### config.mk
export PLATFORM = sky130hd
export DESIGN_NAME = layer_priority
export DESIGN_NICKNAME = d
export VERILOG_FILES = /design/src/hw/colmix_pkg.sv /design/src/hw/layer_priority.sv
export SDC_FILE = /design/constraint.sdc
export NUM_CORES = 1
export LEC_CHECK = 0
export ABC_CLOCK_PERIOD_IN_PS = 1450
export BUFFER_PORTS_ARGS = -buffer_cell sky130_fd_sc_hd__clkbuf_2
export CAP_MARGIN = 30
export CORE_UTILIZATION = 47
export DETAILED_ROUTE_END_ITERATION = 8
export PLACE_DENSITY_LB_ADDON = 0.25
export SYNTH_ARGS = -nofsm -noshare
export SYNTH_HDL_FRONTEND = slang
export SYNTH_SLANG_ARGS = --single-unit
### constraint.sdc
create_clock -name clk -period 1.45 [get_ports clk]
set_input_delay 0.145 -clock clk [delete_from_list [all_inputs] [get_ports clk]]
set_output_delay 0.145 -clock clk [all_outputs]
set_load 0.02 [all_outputs]
### src/hw/colmix_pkg.sv
// ==================================================
// types shared by the colour mixer pipeline
// mix_pixel_t is the stage 1 result, 10 bits packed
// palette width default only; top level may override
// ==================================================

package colmix_pkg;

    // winning layer after priority resolution
    typedef enum logic [1:0] {
        LYR_SCR1 = 2'd0,  // scroll plane 1
        LYR_SCR2 = 2'd1,  // scroll plane 2
        LYR_OBJ  = 2'd2,  // sprite plane
        LYR_BG   = 2'd3   // background / out of window
    } layer_e;

    // stage 1 output, one per pixel tick
    typedef struct packed {
        layer_e     lyr;    // layer that won
        logic [3:0] col;    // palette bank
        logic [2:0] pxl;    // colour index
        logic       blank;  // outside visible area
    } mix_pixel_t;

    // final pixel, 4 bits per channel
    typedef struct packed {
        logic [3:0] r;
        logic [3:0] g;
        logic [3:0] b;
    } rgb444_t;

    // mono shade table, 32 entries
    localparam int MONO_AW = 5;

    // colour palette address width, 256 entries by default
    localparam int PAL_AW_DEF = 8;

    // reset value of the stage 1 register: blanked background
    localparam mix_pixel_t MIX_RST = '{
        lyr:   LYR_BG,
        col:   4'd0,
        pxl:   3'd0,
        blank: 1'b1
    };

endpackage

### src/hw/layer_priority.sv
// ==================================================
// stage 1, inputs sampled only when pxl_cen is high
// scroll pixel {bank[3:0], idx[1:0]}, idx 0 clear
// sprite pixel {prio[1:0], bank, idx}, prio 0 clear
// ==================================================
`timescale 1ns/1ps

module layer_priority (
    input  logic                   clk,
    input  logic                   rst_n,
    input  logic                   pxl_cen,
    input  logic                   scr_order,  // 1: scroll 2 in front
    input  logic                   oow,        // outside of window
    input  logic [2:0]             oowc,       // window colour index
    input  logic                   lhbl,
    input  logic                   lvbl,
    input  logic [5:0]             scr1_pxl,
    input  logic [5:0]             scr2_pxl,
    input  logic [7:0]             obj_pxl,
    output colmix_pkg::mix_pixel_t mix
);
    import colmix_pkg::*;

    logic [5:0] front_pxl;
    logic [5:0] back_pxl;
    layer_e     front_lyr;
    layer_e     back_lyr;
    logic       front_op;
    logic       back_op;
    logic [1:0] obj_prio;
    logic       obj_op;
    mix_pixel_t nxt;

    // front/back plane swap
    assign front_pxl = scr_order ? scr2_pxl : scr1_pxl;
    assign back_pxl  = scr_order ? scr1_pxl : scr2_pxl;
    assign front_lyr = scr_order ? LYR_SCR2 : LYR_SCR1;
    assign back_lyr  = scr_order ? LYR_SCR1 : LYR_SCR2;

    assign front_op = |front_pxl[1:0];  // index 0 is transparent
    assign back_op  = |back_pxl[1:0];

    assign obj_prio = obj_pxl[7:6];
    assign obj_op   = (|obj_pxl[1:0]) && (|obj_prio);

    // painter's order, lowest layer first, later ones overwrite
    always_comb begin
        nxt       = MIX_RST;
        // background, window colour when outside
        nxt.lyr   = LYR_BG;
        nxt.pxl   = oow ? oowc : 3'd0;
        nxt.col   = {2'b11, oow, nxt.pxl[2]};
        // sprite behind both planes
        if (obj_op && obj_prio == 2'd1) begin
            nxt.lyr = LYR_OBJ;
            nxt.col = obj_pxl[5:2];
            nxt.pxl = {1'b0, obj_pxl[1:0]};
        end
        if (back_op) begin
            nxt.lyr = back_lyr;
            nxt.col = back_pxl[5:2];
            nxt.pxl = {1'b0, back_pxl[1:0]};
        end
        // sprite between the planes
        if (obj_op && obj_prio == 2'd2) begin
            nxt.lyr = LYR_OBJ;
            nxt.col = obj_pxl[5:2];
            nxt.pxl = {1'b0, obj_pxl[1:0]};
        end
        if (front_op) begin
            nxt.lyr = front_lyr;
            nxt.col = front_pxl[5:2];
            nxt.pxl = {1'b0, front_pxl[1:0]};
        end
        // sprite on top of everything
        if (obj_op && obj_prio == 2'd3) begin
            nxt.lyr = LYR_OBJ;
            nxt.col = obj_pxl[5:2];
            nxt.pxl = {1'b0, obj_pxl[1:0]};
        end
        nxt.blank = ~(lhbl & lvbl);  // either blanking active
    end

    always_ff @(posedge clk) begin
        if (!rst_n) begin
            mix <= MIX_RST;  // starts blanked
        end else if (pxl_cen) begin
            mix <= nxt;
        end
    end

endmodule

# Word-level counts from Yosys, hierarchy flattened

Cells that the tools add are included.

Output and inout bits: 10
Memories kept: 0
Bits of input ports: 30
Memory bits (read-only): 0
Latch bits: 0
Bits in writable memories: 0
Register bits: 10

Multiplexer cells: 10
Div/mod/pow operators: 0
Reduce and logical (&&, ||, !) cells: 8
Multipliers: 0
Eq/ne operators: 3
Shift operators: 0
Add/sub/neg operators: 0
Magnitude comparators: 0
Bitwise operators: 2

Operators with widths:

| operator                                                         | number |
|---|---|
| 9-bit 2-to-1 mux                                                 | 4 |
| 6-bit 2-to-1 mux                                                 | 2 |
| 8-bit 2-to-1 mux                                                 | 1 |
| 2-bit OR reduction                                               | 4 |
| 2-bit == test (second input constant)                            | 2 |
| 1-bit logical AND                                                | 4 |
| 3-bit 2-to-1 mux                                                 | 1 |
| 2-bit by 1-bit == test with 1-bit output (second input constant) | 1 |
| 1-bit 2-to-1 mux                                                 | 2 |
| 1-bit bitwise AND                                                | 1 |
| 1-bit NOT                                                        | 1 |

# Logic depth before layout (Yosys ltp)

Depth after elaboration: 8
Mapped depth: 6

# Least setup slack after synthesis

OpenSTA, ideal clock, no wires.

Path type: input -> register
From: in scr_order
To: reg mix[1] (netlist name)
Slack: 206 ps
Path buffers: 2
Data arrival time: 1,114 ps
Required time: 1,320 ps
Stages on the path: 6
Cell sequence: buf_6 -> buf_6 -> mux2i_1 -> a21oi_1 -> a2111oi_1 -> nor3_1

Cells in the longest elaborated chain, start to end: 6
Elaborated cells between the ends (all ways): 8
Those cells by class: 6 x mux; 2 x reduce/logical

Ends and longest elaborated chain:

| what                 | line                 | RTL |
|---|---|---|
| start, declared      | layer_priority.sv:12 | `input logic scr_order,` |
| 6-bit 2-to-1 mux     | layer_priority.sv:36 | `assign back_pxl = scr_order ? scr1_pxl : scr2_pxl;` |
| 2-bit OR reduction   | layer_priority.sv:41 | `assign back_op = \|back_pxl[1:0];` |
| 9-bit 2-to-1 mux     | layer_priority.sv:59 | `if (back_op) begin` |
| 9-bit 2-to-1 mux     | layer_priority.sv:65 | `if (obj_op && obj_prio == 2'd2) begin` |
| 9-bit 2-to-1 mux (*) | layer_priority.sv:70 | `if (front_op) begin` |
| 9-bit 2-to-1 mux (*) | layer_priority.sv:76 | `if (obj_op && obj_prio == 2'd3) begin` |
| end signal, assigned | layer_priority.sv:88 | `mix <= nxt;` |
| end, declared        | layer_priority.sv:20 | `output colmix_pkg::mix_pixel_t mix` |

Every way passes the cells marked *; elsewhere a longest branch is shown, timed or not.
A chain may end at the register's enable or synchronous reset.

# Final worst setup path

Ends and elaborated chain as after synthesis.

==> flow_summary.toml <==
[final_layout]
syn_to_final_growth_pct = 28.42
drive_gt1_share_pct = 34.29
stdcell_count = 200
fin_util_pct = 67.70
largest_reg_flops = 10
regArea_um2 = 200.2
multiInputGateArea_um2 = 700.7
final_nets = 206
nFillCells = 176
top_regs = "mix: 10 flops"
regMostFlops = "mix"
diodes = 0

[place]
port_buffers = 39
dp_worst_setup_slack_ns = -0.009357
place_congestion = 0.9532
dp.cells = 196
hpwlAfterDp_um = 2203

[critical_path]
critPathCaptureType = "flip-flop"
worstSetupPathType = "in -> reg"
cpPeakStageDelay_ns = 0.38
cp-start-kind = "primary input"
crit_chain = "clkbuf_2 -> buf_12 -> a21oi_4 -> o21ai_2 -> a2111oi_1 -> nor3_1"
crit_required_ns = 1.60
critPathSlowestCell = "a2111oi_1"
critical_path_arrival_ns = 1.32
cp_max_fo = 13

[floorplan]
ioPinCount = 40
dieArea_um2 = 2226
initial_core_util_pct = 52.71
rows = 15
die_x_um = 47.19
die_h_um = 47.19
core_um2 = 1821

[power_and_ir_drop]
p_per_area_nw_per_um2 = 713.2
ir_drop_uv = 596.2
cellLeakagePower_nw = 0.5370

[sta]
finalCritPeriodShare_pct = 80.96
rsz0062_at_grt = "no"
maxSlewViolCount = 0
fin_crit_ns = 1.174
worst_slack_ns = 0.2761
tns_ns = 0
hold_violations = 0
fin_skew_ns = 0
fmax_ghz = 0.8518
hold_slack_ns = 0.1251
worst_pin_slew_ns = 0.5154
setup_viol_count_final = 0
maxSlewHeadroom_pct = 65.28

[detailed_routing]
detail_route.vias_per_cell = 5.825
dr.pass1.iters = 4
routed_wl_um = 2711
drt_iter0_drc = 24
wire_per_inst_um = 13.56
drcViolationCount = 0
drtAntennaViolNets = 0
num_vias = 1165

[synth]
synth_ff_type = "dfxtp_1"
yosysSeqAreaShare_pct = 20.86
synthArstFlopShare_pct = 0
synth_cells = 133
ys_top_cells_by_area = "dfxtp_1 (21%), nand2_1 (6.6%), mux2i_1 (6.3%), nor3_1 (6.3%), o21ai_0 (5.2%)"
syn-cell-area_um2 = 959.7
syn-num-nets = 163
yosys_warnings = 0
synth-edff-count = 0
ys_ff_latch = 10
yosysUniqueCellTypes = 44
syn_area_per_cell_um2 = 7.216
synth_top_area_share_pct = 20.86
yosys.area.top_type = "dfxtp_1"

[clock_network]
cts_tree = "built"
cts.clk_slew.worst_paths_ns = 0.07
cts.sink_count = 10
insertion_delay_ns = 0.27
cts_buffers = 3
ctsResizeCount = 0
cts_buffer_depth = 2
htree_levels = 1
post-cts-setup-buffers = 0
hold_buffers = 0
cts_root_buf = "clkbuf_4"

[hold_path]
hold_class = "in -> reg"

[grt]
grt_pass1_wl_um = 4443
globalRouteOverflowTotal = 0
antenna_found_initial = 0
grt_max_degree = 16
grt_pass1_vias = 1051
grt_use_total_pct = 27.95

[status]
status = "finished clean"

[job]
max_cap_viol_count = 0
## where the power goes
part | total (W) | switching (W) | internal, W
Sequential | 0.000306 | 0.0000105 | 0.000295
Combinational | 0.000317 | 0.000189 | 0.000128
Clock | 0.000256 | 0.000103 | 0.000153
Total | 0.000879 | 0.000303 | 0.000576
## layer usage
layer	track usage (%)	routed length, um	vias to the layer above
met5	0	0	-
met4	10.29	46	0
met3	4.231	164	6
met2	46.67	1270	43
met1	36.32	1231	513
li1	-	-	603
## synthesized netlist by cell type (3+ instances only)
| master | count |
|---|---|
| nand3_1 | 6 |
| o22ai_1 | 3 |
| o21ai_0 | 10 |
| nor3_1 | 12 |
| dfxtp_1 | 10 |
| o21ai_2 | 3 |
| a21oi_1 | 5 |
| mux2i_1 | 6 |
| a31oi_1 | 4 |
| nand2_1 | 17 |
| inv_1 | 5 |
| nor2_1 | 7 |
## cell usage in the layout, fill, tap and decap left out, types with 2 or more instances in the layout
cell type / n
o21ai_2: 3
inv_1: 5
nor3_1: 12
nand3_1: 6
a21oi_1: 5
a31oi_1: 4
a32oi_1: 2
nor2_2: 2
a32o_1: 2
a211oi_1: 2
o211ai_1: 2
clkbuf_2: 39
clkbuf_4: 3
o21ai_1: 2
o221ai_1: 2
mux2i_1: 6
nor2b_1: 2
nor2_1: 7
o22ai_1: 3
o21a_1: 2
nor4_1: 2
o21ai_0: 10
nor3_2: 2
nand2_1: 17
buf_4: 4
dfxtp_1: 10
## worst paths after layout
kind / startpoint / endpoint / slack (ns) / cells after the start
setup / recovery: scr_order / mix[1]$_SDFFE_PN0P_ / 0.28 / 6
hold / removal: rst_n / mix[9]$_SDFFE_PN1P_ / 0.13 / 2
setup reg to reg: mix[4]$_SDFFE_PN0P_ / mix[4]$_SDFFE_PN0P_ / 0.55 / 3
hold reg to reg: mix[3]$_SDFFE_PN0P_ / mix[3]$_SDFFE_PN0P_ / 0.47 / 2
## metrics by stage
step | instance area, um^2 | power, W
3_5_place_dp | 1196 | 0.0006244
4_1_cts | 1232 | 0.0008812
5_1_grt | 1232 | 0.0009254
6_report | 1232 | 0.0008789
2_1_floorplan | 959.7 | 0.0005039
3_3_place_gp | 1196 | 0.0006171
## cell type report
type	instances	area share, %
tap	25	2.538
multi-input combinational	112	56.85
sequential	10	16.24
clock buffer	4	2.944
inverter	5	1.523
timing repair buffer	44	19.90
## critical path: cells and delay by family
family	cells	cell delay, ns
AOI/OAI and AO/OA	3	0.66
buffers and inverters	2	0.41
and+or+nand+nor	1	0.10
## logic make-up (layout without fill, tap and decap cells)
family | Yosys count | count (layout) | share of synthesized area (%)
buf+inv | 11 | 53 | 6.127
mux | 7 | 7 | 7.432
compound gates | 50 | 50 | 37.42
flops | 10 | 10 | 20.86
simple gates | 55 | 55 | 28.16
No activity file was read; power rests on OpenSTA's default activity.
