`config.mk`:
```
export PLATFORM = sky130hd
export DESIGN_NAME = pixel_output
export DESIGN_NICKNAME = d
export VERILOG_FILES = /design/src/hw/colmix_pkg.sv /design/src/hw/pixel_output.sv
export SDC_FILE = /design/constraint.sdc
export NUM_CORES = 1
export LEC_CHECK = 0
export BUFFER_PORTS_ARGS = -buffer_cell sky130_fd_sc_hd__buf_2
export CAP_MARGIN = 5
export CORE_AREA = 2 2 39 41
export DETAILED_ROUTE_END_ITERATION = 7
export DIE_AREA = 0 0 41 43
export HOLD_SLACK_MARGIN = 0.12
export PLACE_DENSITY_LB_ADDON = 0.25
export REMOVE_ABC_BUFFERS = 1
export SYNTH_ARGS = -nofsm -noshare
export SYNTH_HDL_FRONTEND = slang
export SYNTH_SLANG_ARGS = --single-unit
```
`constraint.sdc`:
```
create_clock -name clk -period 1.42 [get_ports clk]
set_input_delay 0.213 -clock clk [delete_from_list [all_inputs] [get_ports clk]]
set_output_delay 0.213 -clock clk [all_outputs]
set_load 0.005 [all_outputs]
```
`src/hw/colmix_pkg.sv`:
```
// ==================================================
// types shared by the colour mixer pipeline
// mix_pixel_t is the stage 1 result, 10 bits packed
// palette width default only; top level may override
// ==================================================

package colmix_pkg;

    // winning layer after priority resolution
    typedef enum logic [1:0] {
        LYR_SCR1 = 2'd0,  // scroll plane 1
        LYR_SCR2 = 2'd1,  // scroll plane 2
        LYR_OBJ  = 2'd2,  // sprite plane
        LYR_BG   = 2'd3   // background / out of window
    } layer_e;

    // stage 1 output, one per pixel tick
    typedef struct packed {
        layer_e     lyr;    // layer that won
        logic [3:0] col;    // palette bank
        logic [2:0] pxl;    // colour index
        logic       blank;  // outside visible area
    } mix_pixel_t;

    // final pixel, 4 bits per channel
    typedef struct packed {
        logic [3:0] r;
        logic [3:0] g;
        logic [3:0] b;
    } rgb444_t;

    // mono shade table, 32 entries
    localparam int MONO_AW = 5;

    // colour palette address width, 256 entries by default
    localparam int PAL_AW_DEF = 8;

    // reset value of the stage 1 register: blanked background
    localparam mix_pixel_t MIX_RST = '{
        lyr:   LYR_BG,
        col:   4'd0,
        pxl:   3'd0,
        blank: 1'b1
    };

endpackage

```
`src/hw/pixel_output.sv`:
```
// ==================================================
// stage 3, final rgb register
// mode and lcd_neg must be held stable by the user
// palette word: r in 3:0, b in 7:4, g in 11:8
// ==================================================
`timescale 1ns/1ps

module pixel_output (
    input  logic                   clk,
    input  logic                   rst_n,
    input  logic                   mode,   // 1: monochrome
    input  colmix_pkg::mix_pixel_t mix,
    input  logic [3:0]             shade,
    input  logic [15:0]            pal_q,  // top nibble not used
    output colmix_pkg::rgb444_t    rgb
);
    import colmix_pkg::*;

    logic    blank_d;  // blank aligned with lookups
    rgb444_t pal_rgb;
    rgb444_t nxt_rgb;

    always_ff @(posedge clk) begin
        if (!rst_n) begin
            blank_d <= 1'b1;
        end else begin
            blank_d <= mix.blank;
        end
    end

    // unpack the odd channel order of the palette word
    assign pal_rgb.r = pal_q[3:0];
    assign pal_rgb.b = pal_q[7:4];
    assign pal_rgb.g = pal_q[11:8];

    always_comb begin
        if (mode) begin
            nxt_rgb = '{r: shade, g: shade, b: shade};  // grey
        end else begin
            nxt_rgb = pal_rgb;
        end
    end

    always_ff @(posedge clk) begin
        if (!rst_n) begin
            rgb <= '0;
        end else if (blank_d) begin
            rgb <= '0;  // black outside visible area
        end else begin
            rgb <= nxt_rgb;
        end
    end

endmodule

```
[After elaboration in Yosys (flattened, before gate mapping)]
Index checks and enable logic that the tools add are counted.
W data, S select, Z words.
Storage, ports and cells
  register bits: 13
  output and inout bits: 12
Operators by class
  mux-type cells: 1
  reductions and logical operators: 1
  bitwise logic cells: 1
Operators with widths (count)
  $mux W12: 1
  $reduce_or A2 Y1: 1
  $not A1 Y1: 1

[Logic depth before layout (Yosys ltp)]
Gate-level depths: netlist of run 1.
  depth after elaboration: 2
  mapped depth: 3
  depth with buffers taken out: 2

[Worst setup path after synthesis of run 1]
No wires, ideal clock.
  path type: flip-flop to flip-flop
  start: register blank_d
  end: register rgb[0] (netlist bit)
  buffers on the path: 1
  slack: 0.674 ns
  cell stages (with the launch flop): 4
  clock period less this slack: 0.746 ns
  data arrival time: 0.677 ns
  cells stage by stage: dfxtp_1 > nand2b_1 > buf_2 > a21oi_1
Between the ends
  cells in the longest elaborated chain, start to end: 1
RTL lines
  start, declared: line pixel_output.sv:19  | logic blank_d;
  start signal, assigned: line pixel_output.sv:27  | blank_d <= mix.blank;
  $reduce_or A2 Y1 (no line)
  end signal, assigned: line pixel_output.sv:50  | rgb <= nxt_rgb;
  end, declared: line pixel_output.sv:15  | output colmix_pkg::rgb444_t rgb
No other way between the ends.
A chain may end at the register's enable or synchronous reset.

[Worst setup path after layout of run 1]
  start: input port rst_n
  end: register blank_d
RTL lines
  start, declared: line pixel_output.sv:10  | input logic rst_n,
No word-level cell between the ends.

==> results of run 1 <==
[cell usage after synthesis (all sizes together)]
| master | number | area share [%] |
|---|---|---|
| a21oi | 12 | 14 |
| nand2b | 14 | 20 |
| dfxtp | 13 | 59 |
| nand2 | 4 | 3.4 |
| buf | 2 | 3.7 |
[cells in the final DEF (no fill, tap or decap), drive strengths merged]
| cell type | netlist | layout |
|---|---|---|
| nand2 | 4 | 4 |
| dfxtp | 13 | 13 |
| nand2b | 14 | 14 |
| dlygate4sd3 | 0 | 2 |
| buf | 2 | 31 |
| a21oi | 12 | 12 |
| clkbuf | 0 | 4 |
[cell type report]
class,instances,area (um2)
flip-flops and latches,13,260
multi-input cells,30,163
well taps,16,20.0
clock buffers,4,26.3
fillers,149,739
repair buffers,33,175
[final timing paths]
check	start	end	slack (ns)	depth (start not counted)
min	pal_q[0]	rgb[8]	0.19	3
max	rst_n	blank_d	0.17	4
min reg2reg	blank_d	rgb[10]	0.80	2
max reg2reg	blank_d	rgb[6]	0.48	2
[worst register-to-register path, delay by kind of cell (launching register included)]
family | cells | cell delay (ns)
AOI/OAI and AO/OA | 1 | 0.23
DFF | 1 | 0.30
and+or+nand+nor | 1 | 0.32
[power by group]
group | internal, uW | leakage [uW] | switching (uW) | total, uW
Clock | 109 | 0.0000150 | 113 | 222
Sequential | 375 | 0.000106 | 2.17 | 377
Combinational | 41.2 | 0.000204 | 30.9 | 72.0
[state kept, by name, indices dropped and copies added, names as in the netlist]
register / cells
blank_d: 1
rgb: 12
[per-layer routing]
| layer | vias up | global-route usage, % |
|---|---|---|
| li1 | 214 | - |
| met1 | 171 | 12.1 |
| met2 | 20 | 17.5 |
| met3 | 2 | 3.14 |
| met4 | 0 | 12.0 |
| met5 | - | 0 |
[stage by stage]
stage	cells	total power, uW	hold slack, ns	area [um2]	utilization [%]
2_1_floorplan	43	412	0.286	423	-
3_3_place_gp	90	453	0.393	598	43.2
3_5_place_dp	90	454	0.403	598	43.2
4_1_cts	96	681	0.187	644	46.6
5_1_grt	96	711	0.178	644	46.6
6_report	96	671	0.194	644	46.6
[cells by family after synthesis]
family	synth area share (%)
simple gates	23.4
flops	59.3
buf+inv	3.70
compound gates	13.7
==> results.tsv, run 1 <==
stage	metric	value	unit
power	peak supply drop	0.423	mV
sta	RSZ-0062 raised after global routing	no	
clock_tree	worst skew pair latency	0.27	ns
detailed_routing	WL met3	88	um
yosys	Seq/Total Area, Yosys	59.3	%
sta	period utilization	88.1	%
final_layout	area grow syn2layout	46.7	%
detailed_routing	Vias/cell	4.24	
worst_setup_path	Crit path arrival time	1.42	ns
detailed_routing	routed len/inst	9.34	um
worst_setup_path	Critical Path RT	1.58	ns
worst_setup_path	crit end category	flip-flop	
sta	Worst Clk Skew	0.00597	ns
clock_tree	post-CTS resize count	0	
clock_tree	clock transition at the registers of the reported paths	0.08	ns
clock_tree	CTS tree	yes	
worst_setup_path	crit path cell chain	dlygate4sd3_1, buf_2, nand2b_1, dlygate4sd3_1	
die	Die ar.	1760	um2
sta	max_slew headroom	70.2	%
sta	slew of the pin with the lowest slew margin	0.447	ns
sta	Final Hold Fails	0	
worst_setup_path	Critical Setup Path Class	in2reg	
detailed_routing	Iter 0 DRT Violations	3	
place	hpwl dp	658	um
sta	clock period minus final worst setup slack	1.25	ns
yosys	synth unique cells	6	
detailed_routing	drc violations	0	
worst_setup_path	Worst path slowest cell	dlygate4sd3_1	
detailed_routing	M1 WL	382	um
detailed_routing	vias after detailed routing	407	
detailed_routing	Final ANT Viol Nets	0	
sta	# setup viols final	0	
power	Lkg Pwr	0.000325	uW
detailed_routing	First-pass DRT Iterations	4	
clock_tree	Setup Fix Bufs, Post-CTS	0	
grt	largest net degree at the start of global routing	17	
grt	total gr overflow	0	
die	Die Wd	41	um
power	pwr/cell area	1040	nW/um2
grt	gr usage total	11.8	%
place	Port-buffer cells	31	
clock_tree	CTS Buf Count	3	
min_path	Hold Crit Class	in2reg	
clock_tree	CTS Sinks	13	
grt	vias in the first global route	341	
clock_tree	Hold-fix buffers, CTS	2	
die	io pins	45	
grt	global-route wire length before repair	1330	um
clock_tree	Root Buffer	clkbuf_4	
yosys	Synth Cell Area	439	um2
worst_setup_path	crit path launch type	input pin	
detailed_routing	Routed WL	897	um
run	Max-cap violations	0	
clock_tree	htree depth	1	
grt	initial antenna violation count	0	
die	Rows	14	
place	Placement Setup Slack	0.496	ns
worst_setup_path	cell family with most CP delay	buffers and inverters	
final_layout	share of layout cells above drive strength 1	42.5	%
die	Core Box Area	1380	um2
place	Placer Congestion	0.594	
detailed_routing	Top Metal Used	met4	
worst_setup_path	crit path max fanout	2	
status	outcome	completed	
worst_setup_path	most frequent CP cell	dlygate4sd3_1	
yosys	Mapped Cells	45	
yosys	yosys warns	0	
sta	final worst setup slack	0.169	ns
worst_setup_path	Buf/Inv on CP	3	
yosys	Mapped Avg Cell Area	9.76	um2
sta	TNS Setup	0	ns
die	Initial Util	31.7	%
sta	Achievable Freq	0.799	GHz
final_layout	ANT cells	0	
worst_setup_path	worst stage delay on the critical path	0.54	ns
yosys	count of state elements after synthesis	13	
final_layout	Layout Nets	114	
clock_tree	maximum buffer depth of the clock tree	2	
sta	Max Slew Vio Count	0	
detailed_routing	wire length on met2	412	um
die	Die Height	43	um
No activity file was read; power rests on OpenSTA's default activity.
==> run 2: changes to the inputs <==
--- a/config.mk
+++ b/config.mk
@@ -8,6 +8,7 @@
 export BUFFER_PORTS_ARGS = -buffer_cell sky130_fd_sc_hd__buf_2
 export CAP_MARGIN = 5
 export CORE_AREA = 2 2 39 41
+export CTS_BUF_LIST = sky130_fd_sc_hd__clkbuf_8
 export DETAILED_ROUTE_END_ITERATION = 7
 export DIE_AREA = 0 0 41 43
 export HOLD_SLACK_MARGIN = 0.12
==> run 2 against run 1 <==
Net effect: design area down 0.19%; sequential share of layout area up 0.079 points; final cell count down 2.1%; total power up 13%; worst setup slack better by 0.32 ns; non-clock buffer count down 2; sequential power about the same; global-route usage unchanged; worst hold slack worse by 0.044 ns; critical path type is now reg2reg; largest cell class unchanged.
==> results.tsv, run 2 (synthesis gave the netlist of run 1 again) <==
stage	metric	value	unit
status	outcome	completed	
grt	initial antenna violation count	0	
final_layout	Top reg by flops	rgb	
sta	# setup viols final	0	
clock_tree	Hold-fix buffers, CTS	0	
clock_tree	post-CTS resize count	0	
grt	total gr overflow	0	
sta	period utilization	65.7	%
die	Rows	14	
worst_setup_path	crit path launch type	flip-flop	
power	Design Power	757	uW
worst_setup_path	Worst R2R Setup Slack	0.49	ns
min_path	hold path cells	2	
final_layout	Top Registers	rgb x12, blank_d x1	
power	internal cell power	604	uW
final_layout	Layout Nets	112	
detailed_routing	drc violations	0	
grt	global-route wire length before repair	1300	um
final_layout	Seq. cell area	260	um2
place	dpl cell area	598	um2
grt	gr usage total	11.8	%
sta	max_slew headroom	70.0	%
sta	Max Slew Vio Count	0	
power	sequential share of power	49.9	%
clock_tree	CTS Buf Count	3	
worst_setup_path	Critical Path RT	1.57	ns
place	hpwl dp	658	um
worst_setup_path	R2R cell count	2	
power	Comb pwr share	9.0	%
place	Placer Congestion	0.594	
sta	Worst Clk Skew	0.00457	ns
place	Port-buffer cells	31	
min_path	hold path endpoint	blank_d	
die	Die Wd	41	um
clock_tree	clock transition at the registers of the reported paths	0.05	ns
worst_setup_path	r2r startpoint	blank_d	
sta	clock period minus final worst setup slack	0.933	ns
sta	RSZ-0062 raised after global routing	no	
power	Psw	154	uW
detailed_routing	Routed WL	895	um
sta	Achievable Freq	1.07	GHz
detailed_routing	First-pass DRT Iterations	3	
clock_tree	worst skew pair latency	0.24	ns
worst_setup_path	crit path from	blank_d	
final_layout	commonest non-fill, non-tap cells in the layout	buf_2 (31), nand2b_1 (14), dfxtp_1 (13), a21oi_1 (12), nand2_1 (4)	
final_layout	FILL cells	149	
clock_tree	Setup Fix Bufs, Post-CTS	0	
final_layout	ANT cells	0	
detailed_routing	vias after detailed routing	402	
clock_tree	maximum buffer depth of the clock tree	2	
die	Initial Util	31.7	%
clock_tree	htree depth	1	
sta	TNS Setup	0	ns
detailed_routing	Vias/cell	4.28	
detailed_routing	Iter 0 DRT Violations	7	
final_layout	multi-input gate area in the final layout	163	um2
final_layout	non-filler cells, final	94	
run	Max-cap violations	0	
die	Die ar.	1760	um2
worst_setup_path	Critical Setup Path Class	reg2reg	
power	sw frac	20.3	%
final_layout	max reg flops	12	
detailed_routing	routed len/inst	9.52	um
power	Clock power frac	41.1	%
worst_setup_path	crit path max fanout	12	
worst_setup_path	Crit path arrival time	1.09	ns
sta	slew of the pin with the lowest slew margin	0.450	ns
detailed_routing	Final ANT Viol Nets	0	
min_path	Hold Crit Class	in2reg	
place	placed cell count	90	
final_layout	area grow syn2layout	46.4	%
clock_tree	CTS Sinks	13	
worst_setup_path	crit end category	flip-flop	
die	Die Height	43	um
power	peak supply drop	0.451	mV
power	Lkg Pwr	0.000330	uW
sta	Final Hold Fails	0	
clock_tree	Root Buffer	clkbuf_8	
final_layout	share of layout cells above drive strength 1	43.6	%
worst_setup_path	RR Endpoint	rgb[6]	
clock_tree	CTS tree	yes	
power	pwr/cell area	1180	nW/um2
die	io pins	45	
grt	largest net degree at the start of global routing	17	
final_layout	cell area after layout	643	um2
final_layout	commonest non-fill, non-tap cell in the layout	buf_2	
grt	vias in the first global route	334	
min_path	worst hold start	mix[0]	
die	Core Box Area	1380	um2
-- run 2: cell count changes in the layout (fill, tap and decap cells not counted), sizes merged --
cell,delta
clkbuf,-1
dlygate4sd3,-2
inv,+1
-- run 2: power by group through the flow --
stage               Combinational (uW)  Clock (uW)  Sequential [uW]
floorplan                         24.9           0              387
global placement                  67.4           0              386
detailed placement                68.7           0              386
CTS                               69.0         322              378
global route                      76.9         340              379
finish                            68.0         311              378
-- run 2: worst max-delay path by stage --
stage | to | slack (ns) | cells past startpoint
floorplan | rgb[0] | 0.68 | 2
global placement | rgb[3] | 0.54 | 2
detailed placement | rgb[6] | 0.50 | 2
CTS | rgb[6] | 0.47 | 2
global route | rgb[6] | 0.39 | 2
finish | rgb[6] | 0.49 | 2
-- run 2: final cells by class --
type,instances,area share [%]
clock buffer,3,6.42
tap,16,3.11
clock inverter,1,0.584
sequential,13,40.5
timing repair buffer,31,24.1
multi-input combinational,30,25.3
-- run 2: through the flow --
stage / hold WS (ns) / util (%) / setup WS (ns)
floorplan: 0.286 / - / 0.678
global placement: 0.393 / 43.2 / 0.540
detailed placement: 0.403 / 43.2 / 0.496
CTS: 0.146 / 46.5 / 0.474
global route: 0.143 / 46.5 / 0.395
finish: 0.150 / 46.5 / 0.487
-- run 2: per-layer routing --
metal	GRT usage [%]	part of all wire [%]	up-vias
met3	4.71	10	2
li1	-	-	211
met5	0	0	-
met1	12.1	42	169
met2	16.6	46	20
met4	12.0	1.6	0
-- run 2: critical path, stage by stage, from the launching register on --
cell and delay [ns]:
dfxtp_1 0.29, nand2b_1 0.33, a21oi_1 0.23
