### config.mk
export PLATFORM = sky130hd
export DESIGN_NAME = mono_palette
export DESIGN_NICKNAME = d
export VERILOG_FILES = /design/src/hw/colmix_pkg.sv /design/src/hw/mono_palette.sv
export SDC_FILE = /design/constraint.sdc
export NUM_CORES = 1
export LEC_CHECK = 0
export BUFFER_PORTS_ARGS = -buffer_cell sky130_fd_sc_hd__buf_4
export CORE_MARGIN = 1
export CORE_UTILIZATION = 45
export CTS_CLUSTER_SIZE = 24
export DETAILED_ROUTE_END_ITERATION = 10
export SLEW_MARGIN = 20
export SYNTH_ARGS = -nofsm -noshare
export SYNTH_HDL_FRONTEND = slang
export SYNTH_SLANG_ARGS = --single-unit
### constraint.sdc
create_clock -name clk -period 1.7 [get_ports clk]
set_clock_uncertainty 0.05 [all_clocks]
set_input_delay 0.17 -clock clk [delete_from_list [all_inputs] [get_ports clk]]
set_output_delay 0.17 -clock clk [all_outputs]
set_load 0.005 [all_outputs]
### src/hw/colmix_pkg.sv
// ==================================================
// types shared by the colour mixer pipeline
// mix_pixel_t is the stage 1 result, 10 bits packed
// palette width default only; top level may override
// ==================================================

package colmix_pkg;

    // winning layer after priority resolution
    typedef enum logic [1:0] {
        LYR_SCR1 = 2'd0,  // scroll plane 1
        LYR_SCR2 = 2'd1,  // scroll plane 2
        LYR_OBJ  = 2'd2,  // sprite plane
        LYR_BG   = 2'd3   // background / out of window
    } layer_e;

    // stage 1 output, one per pixel tick
    typedef struct packed {
        layer_e     lyr;    // layer that won
        logic [3:0] col;    // palette bank
        logic [2:0] pxl;    // colour index
        logic       blank;  // outside visible area
    } mix_pixel_t;

    // final pixel, 4 bits per channel
    typedef struct packed {
        logic [3:0] r;
        logic [3:0] g;
        logic [3:0] b;
    } rgb444_t;

    // mono shade table, 32 entries
    localparam int MONO_AW = 5;

    // colour palette address width, 256 entries by default
    localparam int PAL_AW_DEF = 8;

    // reset value of the stage 1 register: blanked background
    localparam mix_pixel_t MIX_RST = '{
        lyr:   LYR_BG,
        col:   4'd0,
        pxl:   3'd0,
        blank: 1'b1
    };

endpackage

### src/hw/mono_palette.sv
// ==================================================
// 32 x 4 bit shade table, cleared by reset
// shade sits in the low nibble of byte 0 only
// lookup and cpu readback both one clock late
// ==================================================
`timescale 1ns/1ps

module mono_palette (
    input  logic                   clk,
    input  logic                   rst_n,
    input  logic [4:0]             cpu_addr,
    input  logic [3:0]             cpu_wdata,
    input  logic                   we_lo,     // low byte enable
    input  logic                   pal_cs,
    input  logic                   lcd_neg,   // invert shades
    input  colmix_pkg::mix_pixel_t mix,
    output logic [3:0]             cpu_rdata,
    output logic [3:0]             shade
);
    import colmix_pkg::*;

    logic [3:0]         shd_mem [2**MONO_AW];
    logic [MONO_AW-1:0] vid_idx;

    // index: layer, bank lsb, low two index bits
    assign vid_idx = {mix.lyr, mix.col[0], mix.pxl[1:0]};

    // register file, small enough for flops
    always_ff @(posedge clk) begin
        if (!rst_n) begin
            for (int i = 0; i < 2**MONO_AW; i++) begin
                shd_mem[i] <= 4'd0;
            end
        end else if (pal_cs && we_lo) begin
            shd_mem[cpu_addr] <= cpu_wdata;
        end
    end

    // video lookup, every clock
    always_ff @(posedge clk) begin
        if (!rst_n) begin
            shade <= 4'd0;
        end else begin
            shade <= lcd_neg ? ~shd_mem[vid_idx] : shd_mem[vid_idx];
        end
    end

    // cpu readback, old value on a same-clock write
    always_ff @(posedge clk) begin
        if (!rst_n) begin
            cpu_rdata <= 4'd0;
        end else begin
            cpu_rdata <= shd_mem[cpu_addr];
        end
    end

endmodule

* Word-level counts from Yosys, hierarchy flattened
Memory sizes are Yosys's and may differ from the RTL's. A register that Yosys moved wholly into a read port is not among the register bits. Cells that the tools add are included. W data, S select, Z words.
Word-level totals: bits in latches 0, output and inout bits 8, input port bits 24, logic and storage cells 14, bits in registers 4, memories kept 1, memory bits (read-only) 0, memory bits (writable) 128
Cells by class: multipliers 0, equal/unequal tests 0, reductions and logical operators 3, multiplexer cells 8, shifts and indexed selects 0, $lt $le $gt $ge 0, div/mod/pow operators 0, add/subtract/negate cells 0, bitwise operators 1
Memories:
- shd_mem | words 32, bits a word 4, rd ports 2, clocked after memory_dff 1, wr ports 32, RTL line mono_palette.sv:22 | logic [3:0] shd_mem [2**MONO_AW];
Operator list (count):
- $mux W4 | 2
- $mux W1 | 5
- $mux W5 | 1
- $not A4 Y4 | 1
- $reduce_or A4 Y1 | 1
- $logic_and A1 B1 Y1 | 1
- $logic_not A1 Y1 | 1

* Longest topological paths before layout
Gate-level depths: netlist of the first run.
depth in word-level cells 6, depth in mapped cells 8

* Least setup slack after synthesis of the first run
OpenSTA, ideal clock, no wires.
path type input-to-reg, from input port cpu_addr[0], to memory shd_mem[9][0], enable pin, arrival time 1.262 ns, path buffers 4, path slack 0.080 ns, data required time 1.343 ns, stages 8, cells stage by stage buf_6 > buf_12 > buf_6 > inv_2 > nor3_2 > buf_2 > nand2_1 > nand2_1
RTL lines:
- start, declared | RTL line mono_palette.sv:11 | input logic [4:0] cpu_addr,
- end, declared | RTL line mono_palette.sv:22

==> flow_metrics.env, run 1 <==
export IMPL_crit_arrival_ns=1.95
export IMPL_synth_edf_count=128
export IMPL_wire_per_inst_um=23.4
export IMPL_grt_max_degree=36
export IMPL_die_area_sq_mm=0.0175
export IMPL_yosys_area_top_type="edfxtp_1"
export IMPL_gpl_final_weighted_congestion=0.869
export IMPL_hold_start="lcd_neg"
export IMPL_path_class="register to register"
export IMPL_whs_endpoint="shade[0]"
export IMPL_gr_total_overflow=0
export IMPL_max_stage_delay_ns=0.47
export IMPL_antenna_found_initial=0
export IMPL_rrSetupSlack_ns=-0.01
export IMPL_synth_commonest_cells="and3_1 (129), edfxtp_1 (128), mux2i_1 (68)"
export IMPL_insertion_delay_ns=0.42
export IMPL_totalWireLength_um=20000
export IMPL_finalWorstSetupSlack_ns=-0.0149
export IMPL_clock_root_buffer="clkbuf_16"
export IMPL_ys_seq_elements=136
export IMPL_fmax_mhz=583
export IMPL_fin_area_sq_mm=0.00885
export IMPL_drt_iter0_drc=411
export IMPL_rr_startpoint="shd_mem[21][3]"
export IMPL_drtAntennaViolNets=0
export IMPL_die_y_um=132
export IMPL_drive_above_1_share_pct=24.2
export IMPL_drv_slew=0
export IMPL_diodes=0
export IMPL_start_util_pct=45.9
export IMPL_drc=0
export IMPL_leakagePower_nw=3.76
export IMPL_tightest_slew_ns=0.489
export IMPL_crit_family="compound AO/OA/AOI/OAI gates"
export IMPL_synthMostInstantiatedCell="and3_1"
export IMPL_n_fill_cell=1381
export IMPL_fin_crit_ns=1.71
export IMPL_r2r_end="cpu_rdata[3]"
export IMPL_cp_buffers_inverters=0
export IMPL_die_w_um=132
export IMPL_crit_path_start_kind="register"
export IMPL_hp_class="primary input to register"
export IMPL_vias=5263
export IMPL_globalRouteTotalUtil_pct=23.9
export IMPL_cts_tree="built"
export IMPL_yosys_cell_types_count=34
export IMPL_port_buffers=26
export IMPL_synth_warnings=0
export IMPL_drv_cap=0
export IMPL_violations="negative setup slack"
export IMPL_required_ns=1.94
export IMPL_syn_instance_count=600
export IMPL_ioPinCount=32
export IMPL_r2r_cells=4
export IMPL_routed_via_density=6.14
export IMPL_grt_pass1_wl_um=30500
export IMPL_synth_top_flop_cell="edfxtp_1"
export IMPL_irDropWorstVdd_mv=0.501
export IMPL_synth_async_reset_ratio_pct=0
export IMPL_hold_viol_final=0
export IMPL_relSlewSlack_pct=67.4
export IMPL_place_ws_ns=-0.144
export IMPL_power_density_mw_per_mm2=952
export IMPL_synth_seq_area_share_pct=52.5
export IMPL_cpMaxStageDelayCell="mux4_2"
export IMPL_num_rows=47
export IMPL_finalSetupViolCount=2
export IMPL_rsz0062_at_grt="true"
export IMPL_path_clk_slew_ns=0.06
export IMPL_coreArea_sq_mm=0.0166
export IMPL_outcome="finished with violations"
export IMPL_crit_path_cell_trace="mux4_2 -> a22o_1 -> a221oi_2 -> a31oi_1"
export IMPL_grt_pass1_vias=5188
export IMPL_cts_sinks=136
export IMPL_syn_nets=624
export IMPL_layout_nets=648
export IMPL_cts_buffers=17
export IMPL_hpwlAfterDp_um=13400
export IMPL_area_growth_pct=16.2
export IMPL_netlist_area_sq_mm=0.00762
export IMPL_whs_path_depth=3
export IMPL_path_max_fanout=2
export IMPL_yosys_top_cells_area="edfxtp_1 (50%), and3_1 (11%), mux2i_1 (8.9%)"
export IMPL_clockBufferDepth=2
export IMPL_dpl_instance_area_sq_mm=0.00828
export IMPL_synth_top_area_share_pct=50.4
export IMPL_cts_max_level=4
export IMPL_syn_avg_cell_area_sq_um=12.7
export IMPL_finalCritPeriodShare_pct=101
export IMPL_drtPass1Iterations=5
export IMPL_end_kind="register"
export IMPL_startpoint="shd_mem[21][3]"
[power by group]
group	switching [mW]	internal, mW	total, mW
combinational	0.521	0.434	0.954
sequential	0.123	3.85	3.97
clock	1.47	2.03	3.51
total	2.12	6.31	8.43
[routing by layer]
layer	wire [um]	up-vias	track usage, %
li1	-	2374	-
met5	0	-	0
met2	9960	211	40.3
met3	1190	37	4.73
met1	8380	2641	30.5
met4	498	0	8.98
[worst reg2reg max path, cell delays in order (launching register included)]
cell	delay (ns)
edfxtp_1	0.43
mux4_2	0.47
a22o_1	0.25
a221oi_2	0.25
a31oi_1	0.13
[repair_timing]
| item | CTS | global route |
|---|---|---|
| gates resized for setup | 5 | 0 |
| pin swaps | 3 | 2 |
| setup endpoints to repair | 4 | 4 |
| endpoints found under the hold margin | 0 | 0 |
| hold buffers | 0 | 0 |
| buffers inserted | 0 | 1 |
[kinds of logic (layout without fill, tap and decap cells)]
kind of cell           count (synthesis)  after routing  synth area share (%)
multiplexers                         100            100                  18.9
AO/OA/AOI/OAI                         68             68                  6.49
AND/OR/NAND/NOR                      220            220                  16.5
flip-flops                           136            136                  52.5
buffers and inverters                 76            113                  5.55
[cell usage in the layout (no fill, tap or decap), types with 8 or more instances in the layout]
| cell | count |
|---|---|
| buf_4 | 63 |
| clkbuf_16 | 17 |
| a22oi_1 | 40 |
| mux4_2 | 26 |
| nand2_1 | 67 |
| and3_1 | 129 |
| mux2i_1 | 68 |
| buf_12 | 15 |
| edfxtp_1 | 128 |
| a21oi_1 | 16 |
| dfxtp_1 | 8 |
[final cells by class]
class	count	area (sq um)	area share, %
inverters	3	11.3	0.127
clock buffers	17	425	4.80
multi-input cells	388	3220	36.4
well taps	220	275	3.11
repair buffers	78	773	8.73
flip-flops and latches	136	4000	45.2
clock inverters	15	145	1.64
[stage by stage]
stage	instances	setup TNS [ns]	hold slack (ns)	power (mW)	util, %
2_1_floorplan	600	0	0.323	4.59	-
3_3_place_gp	824	-8.45	0.449	4.95	50.0
3_5_place_dp	824	-14.45	0.449	4.97	50.0
4_1_cts	856	0	0.0216	8.45	53.3
5_1_grt	857	-0.209	0.0560	8.68	53.4
6_report	857	-0.0239	0.0412	8.43	53.4
[how the worst max path moves through the flow]
stage	end	slack, ns	depth (start not counted)
finish	cpu_rdata[3]	-0.01	4
global route	cpu_rdata[0]	-0.06	4
CTS	cpu_rdata[1]	0.008	4
detailed placement	cpu_rdata[1]	-0.14	5
global placement	shade[2]	-0.12	7
floorplan	shd_mem[9][0]	0.08	8
[registers in the layout, indices dropped and copies added, names as in the netlist]
name,flops
cpu_rdata,4
shade,4
shd_mem,128
(Power assumes the default switching activity.)
==> run 2: changes to the inputs <==
--- a/config.mk
+++ b/config.mk
@@ -10,6 +10,7 @@
 export CORE_UTILIZATION = 45
 export CTS_CLUSTER_SIZE = 24
 export DETAILED_ROUTE_END_ITERATION = 10
+export SKIP_LAST_GASP = 1
 export SLEW_MARGIN = 20
 export SYNTH_ARGS = -nofsm -noshare
 export SYNTH_HDL_FRONTEND = slang
==> constraint.sdc (replaced) <==
create_clock -name clk -period 1.99 [get_ports clk]
set_clock_uncertainty 0.05 [all_clocks]
set_input_delay 0.199 -clock clk [delete_from_list [all_inputs] [get_ports clk]]
set_output_delay 0.199 -clock clk [all_outputs]
set_load 0.005 [all_outputs]
==> run 2 against run 1 <==
Against the previous run:
- the flow now finishes without violations
- fmax is 8.6% lower
- sequential share of layout area is 0.78 points higher
- sequential power is 15% lower
- routed wire length is 1.5% lower
- combinational power is 19% lower
- global-route usage is 0.18 points lower
- via count is 1.0% lower
- power is 8.1% lower
- non-clock buffer count is 20 lower
- critical endpoint is now cpu_rdata[1]
==> flow_metrics.env, run 2 (synthesis gave the netlist of run 1 again) <==
export IMPL_outcome="finished, final reports clean"
export IMPL_insertion_delay_ns=0.43
export IMPL_pwr_share_clk_pct=46.3
export IMPL_power_density_mw_per_mm2=891
export IMPL_drive_above_1_share_pct=20.9
export IMPL_totalWireLength_um=19700
export IMPL_grt_busiest_layer="met2"
export IMPL_fin_crit_ns=1.88
export IMPL_finalCritPeriodShare_pct=94.3
export IMPL_start_util_pct=45.9
export IMPL_combPwrFrac_pct=10.0
export IMPL_clock_root_buffer="clkbuf_16"
export IMPL_die_area_sq_mm=0.0175
export IMPL_swShare_pct=22.9
export IMPL_drv_slew=0
export IMPL_use_met3_pct=3.88
export IMPL_grt_pass1_vias=4979
export IMPL_leakagePower_nw=3.69
export IMPL_hold_start="lcd_neg"
export IMPL_met1_usage_pct=31.9
export IMPL_hp_class="primary input to register"
export IMPL_top_regs="shd_mem x128, cpu_rdata x4, shade x4"
export IMPL_end_kind="register"
export IMPL_power_total_mw=7.75
export IMPL_drtAntennaViolNets=0
export IMPL_clockBufferDepth=2
export IMPL_p_sw_mw=1.78
export IMPL_postCtsSetupBuffers=0
export IMPL_final_cells=837
export IMPL_diodes=0
export IMPL_n_fill_cell=1377
export IMPL_place_ws_ns=-0.0442
export IMPL_startpoint="shd_mem[20][1]"
export IMPL_drv_cap=0
export IMPL_area_growth_pct=14.2
export IMPL_finalWorstSetupSlack_ns=0.113
export IMPL_use_met2_pct=38.8
export IMPL_most_common_layout_cells="and3_1 (129), edfxtp_1 (128), mux2i_1 (68), nand2_1 (67), buf_4 (52)"
export IMPL_layout_nets=628
export IMPL_fin_area_sq_mm=0.00870
export IMPL_crit_arrival_ns=2.12
export IMPL_fin_setup_tns_ns=0
export IMPL_place_inst=805
export IMPL_regMostFlops="shd_mem"
export IMPL_layout_commonest_cell="and3_1"
export IMPL_cts_tree="built"
export IMPL_largest_reg_flops=128
export IMPL_hpwlAfterDp_um=13000
export IMPL_ioPinCount=32
export IMPL_power_frac_seq_pct=43.7
export IMPL_drtPass1Iterations=5
export IMPL_tightest_slew_ns=1.02
export IMPL_wire_per_inst_um=23.6
export IMPL_globalRouteTotalUtil_pct=23.7
export IMPL_gr_total_overflow=0
export IMPL_cts_sinks=136
export IMPL_required_ns=2.24
export IMPL_cts_buffers=17
export IMPL_die_y_um=132
export IMPL_die_w_um=132
export IMPL_rsz0062_at_grt="false"
export IMPL_num_rows=47
export IMPL_port_buffers=26
export IMPL_relSlewSlack_pct=31.7
export IMPL_gpl_final_weighted_congestion=0.922
export IMPL_intPower_mw=5.97
export IMPL_path_clk_slew_ns=0.06
export IMPL_finalSetupViolCount=0
export IMPL_cts_repair_resized=0
export IMPL_rr_startpoint="shd_mem[20][1]"
export IMPL_grt_max_degree=41
export IMPL_fmax_mhz=533
export IMPL_antenna_found_initial=0
export IMPL_coreArea_sq_mm=0.0166
export IMPL_grt_pass1_wl_um=30400
export IMPL_path_class="register to register"
export IMPL_crit_path_start_kind="register"
export IMPL_path_max_fanout=2
export IMPL_drt_iter0_drc=484
export IMPL_cts_max_level=4
export IMPL_hold_viol_final=0
export IMPL_vias=5208
export IMPL_ctsHoldBuffers=0
export IMPL_routed_via_density=6.22
export IMPL_dpl_instance_area_sq_mm=0.00803
export IMPL_drc=0
export IMPL_irDropWorstVdd_mv=0.597
==> run 2: cell count changes in the layout (fill, tap and decap cells not counted), sizes merged <==
| cell | change |
|---|---|
| buf | -20 |
| bufinv | +5 |
| clkinv | -3 |
| clkinvlp | -1 |
| inv | -1 |
==> run 2: final cells by class <==
type	count	area [sq um]	share of cell area, %
Multi-Input combinational cell	388	3230	37.1
Inverter	3	11.3	0.129
Timing Repair Buffer	58	510	5.87
Clock inverter	15	249	2.86
Sequential cell	136	4000	46.0
Tap cell	220	275	3.16
Clock buffer	17	425	4.89
==> run 2: power by group through the flow <==
stage               Sequential [mW]  Combinational, mW  Clock [mW]
floorplan                      3.39              0.530           0
global placement               3.44              0.758           0
detailed placement             3.44              0.767           0
CTS                            3.39              0.771        3.62
global route                   3.40              0.826        3.72
finish                         3.39              0.773        3.59
==> run 2: per-stage QoR <==
step / util, % / hold slack [ns]
final: 52.5 / 0.0891
after global routing: 52.5 / 0.108
after CTS: 52.5 / 0.0701
after detailed placement: 48.4 / 0.513
after global placement: 48.4 / 0.526
after floorplan: - / 0.352
==> run 2: final timing paths <==
path	endpoint	slack [ns]	cells past startpoint
max	cpu_rdata[1]	0.11	4
min reg2reg	cpu_rdata[2]	0.79	3
max reg2reg	cpu_rdata[1]	0.11	4
min	shade[0]	0.09	3
==> run 2: metal layers <==
metal,share of wire (%),up-vias
met4,2.0,0
met5,0,-
li1,-,2333
met3,6.3,29
met1,43,2631
met2,49,215
==> run 2: critical path, stage by stage (launching register included) <==
cell and delay, ns:
edfxtp_1 0.43, mux4_2 0.47, a22o_1 0.26, a221oi_1 0.39, a31oi_1 0.14
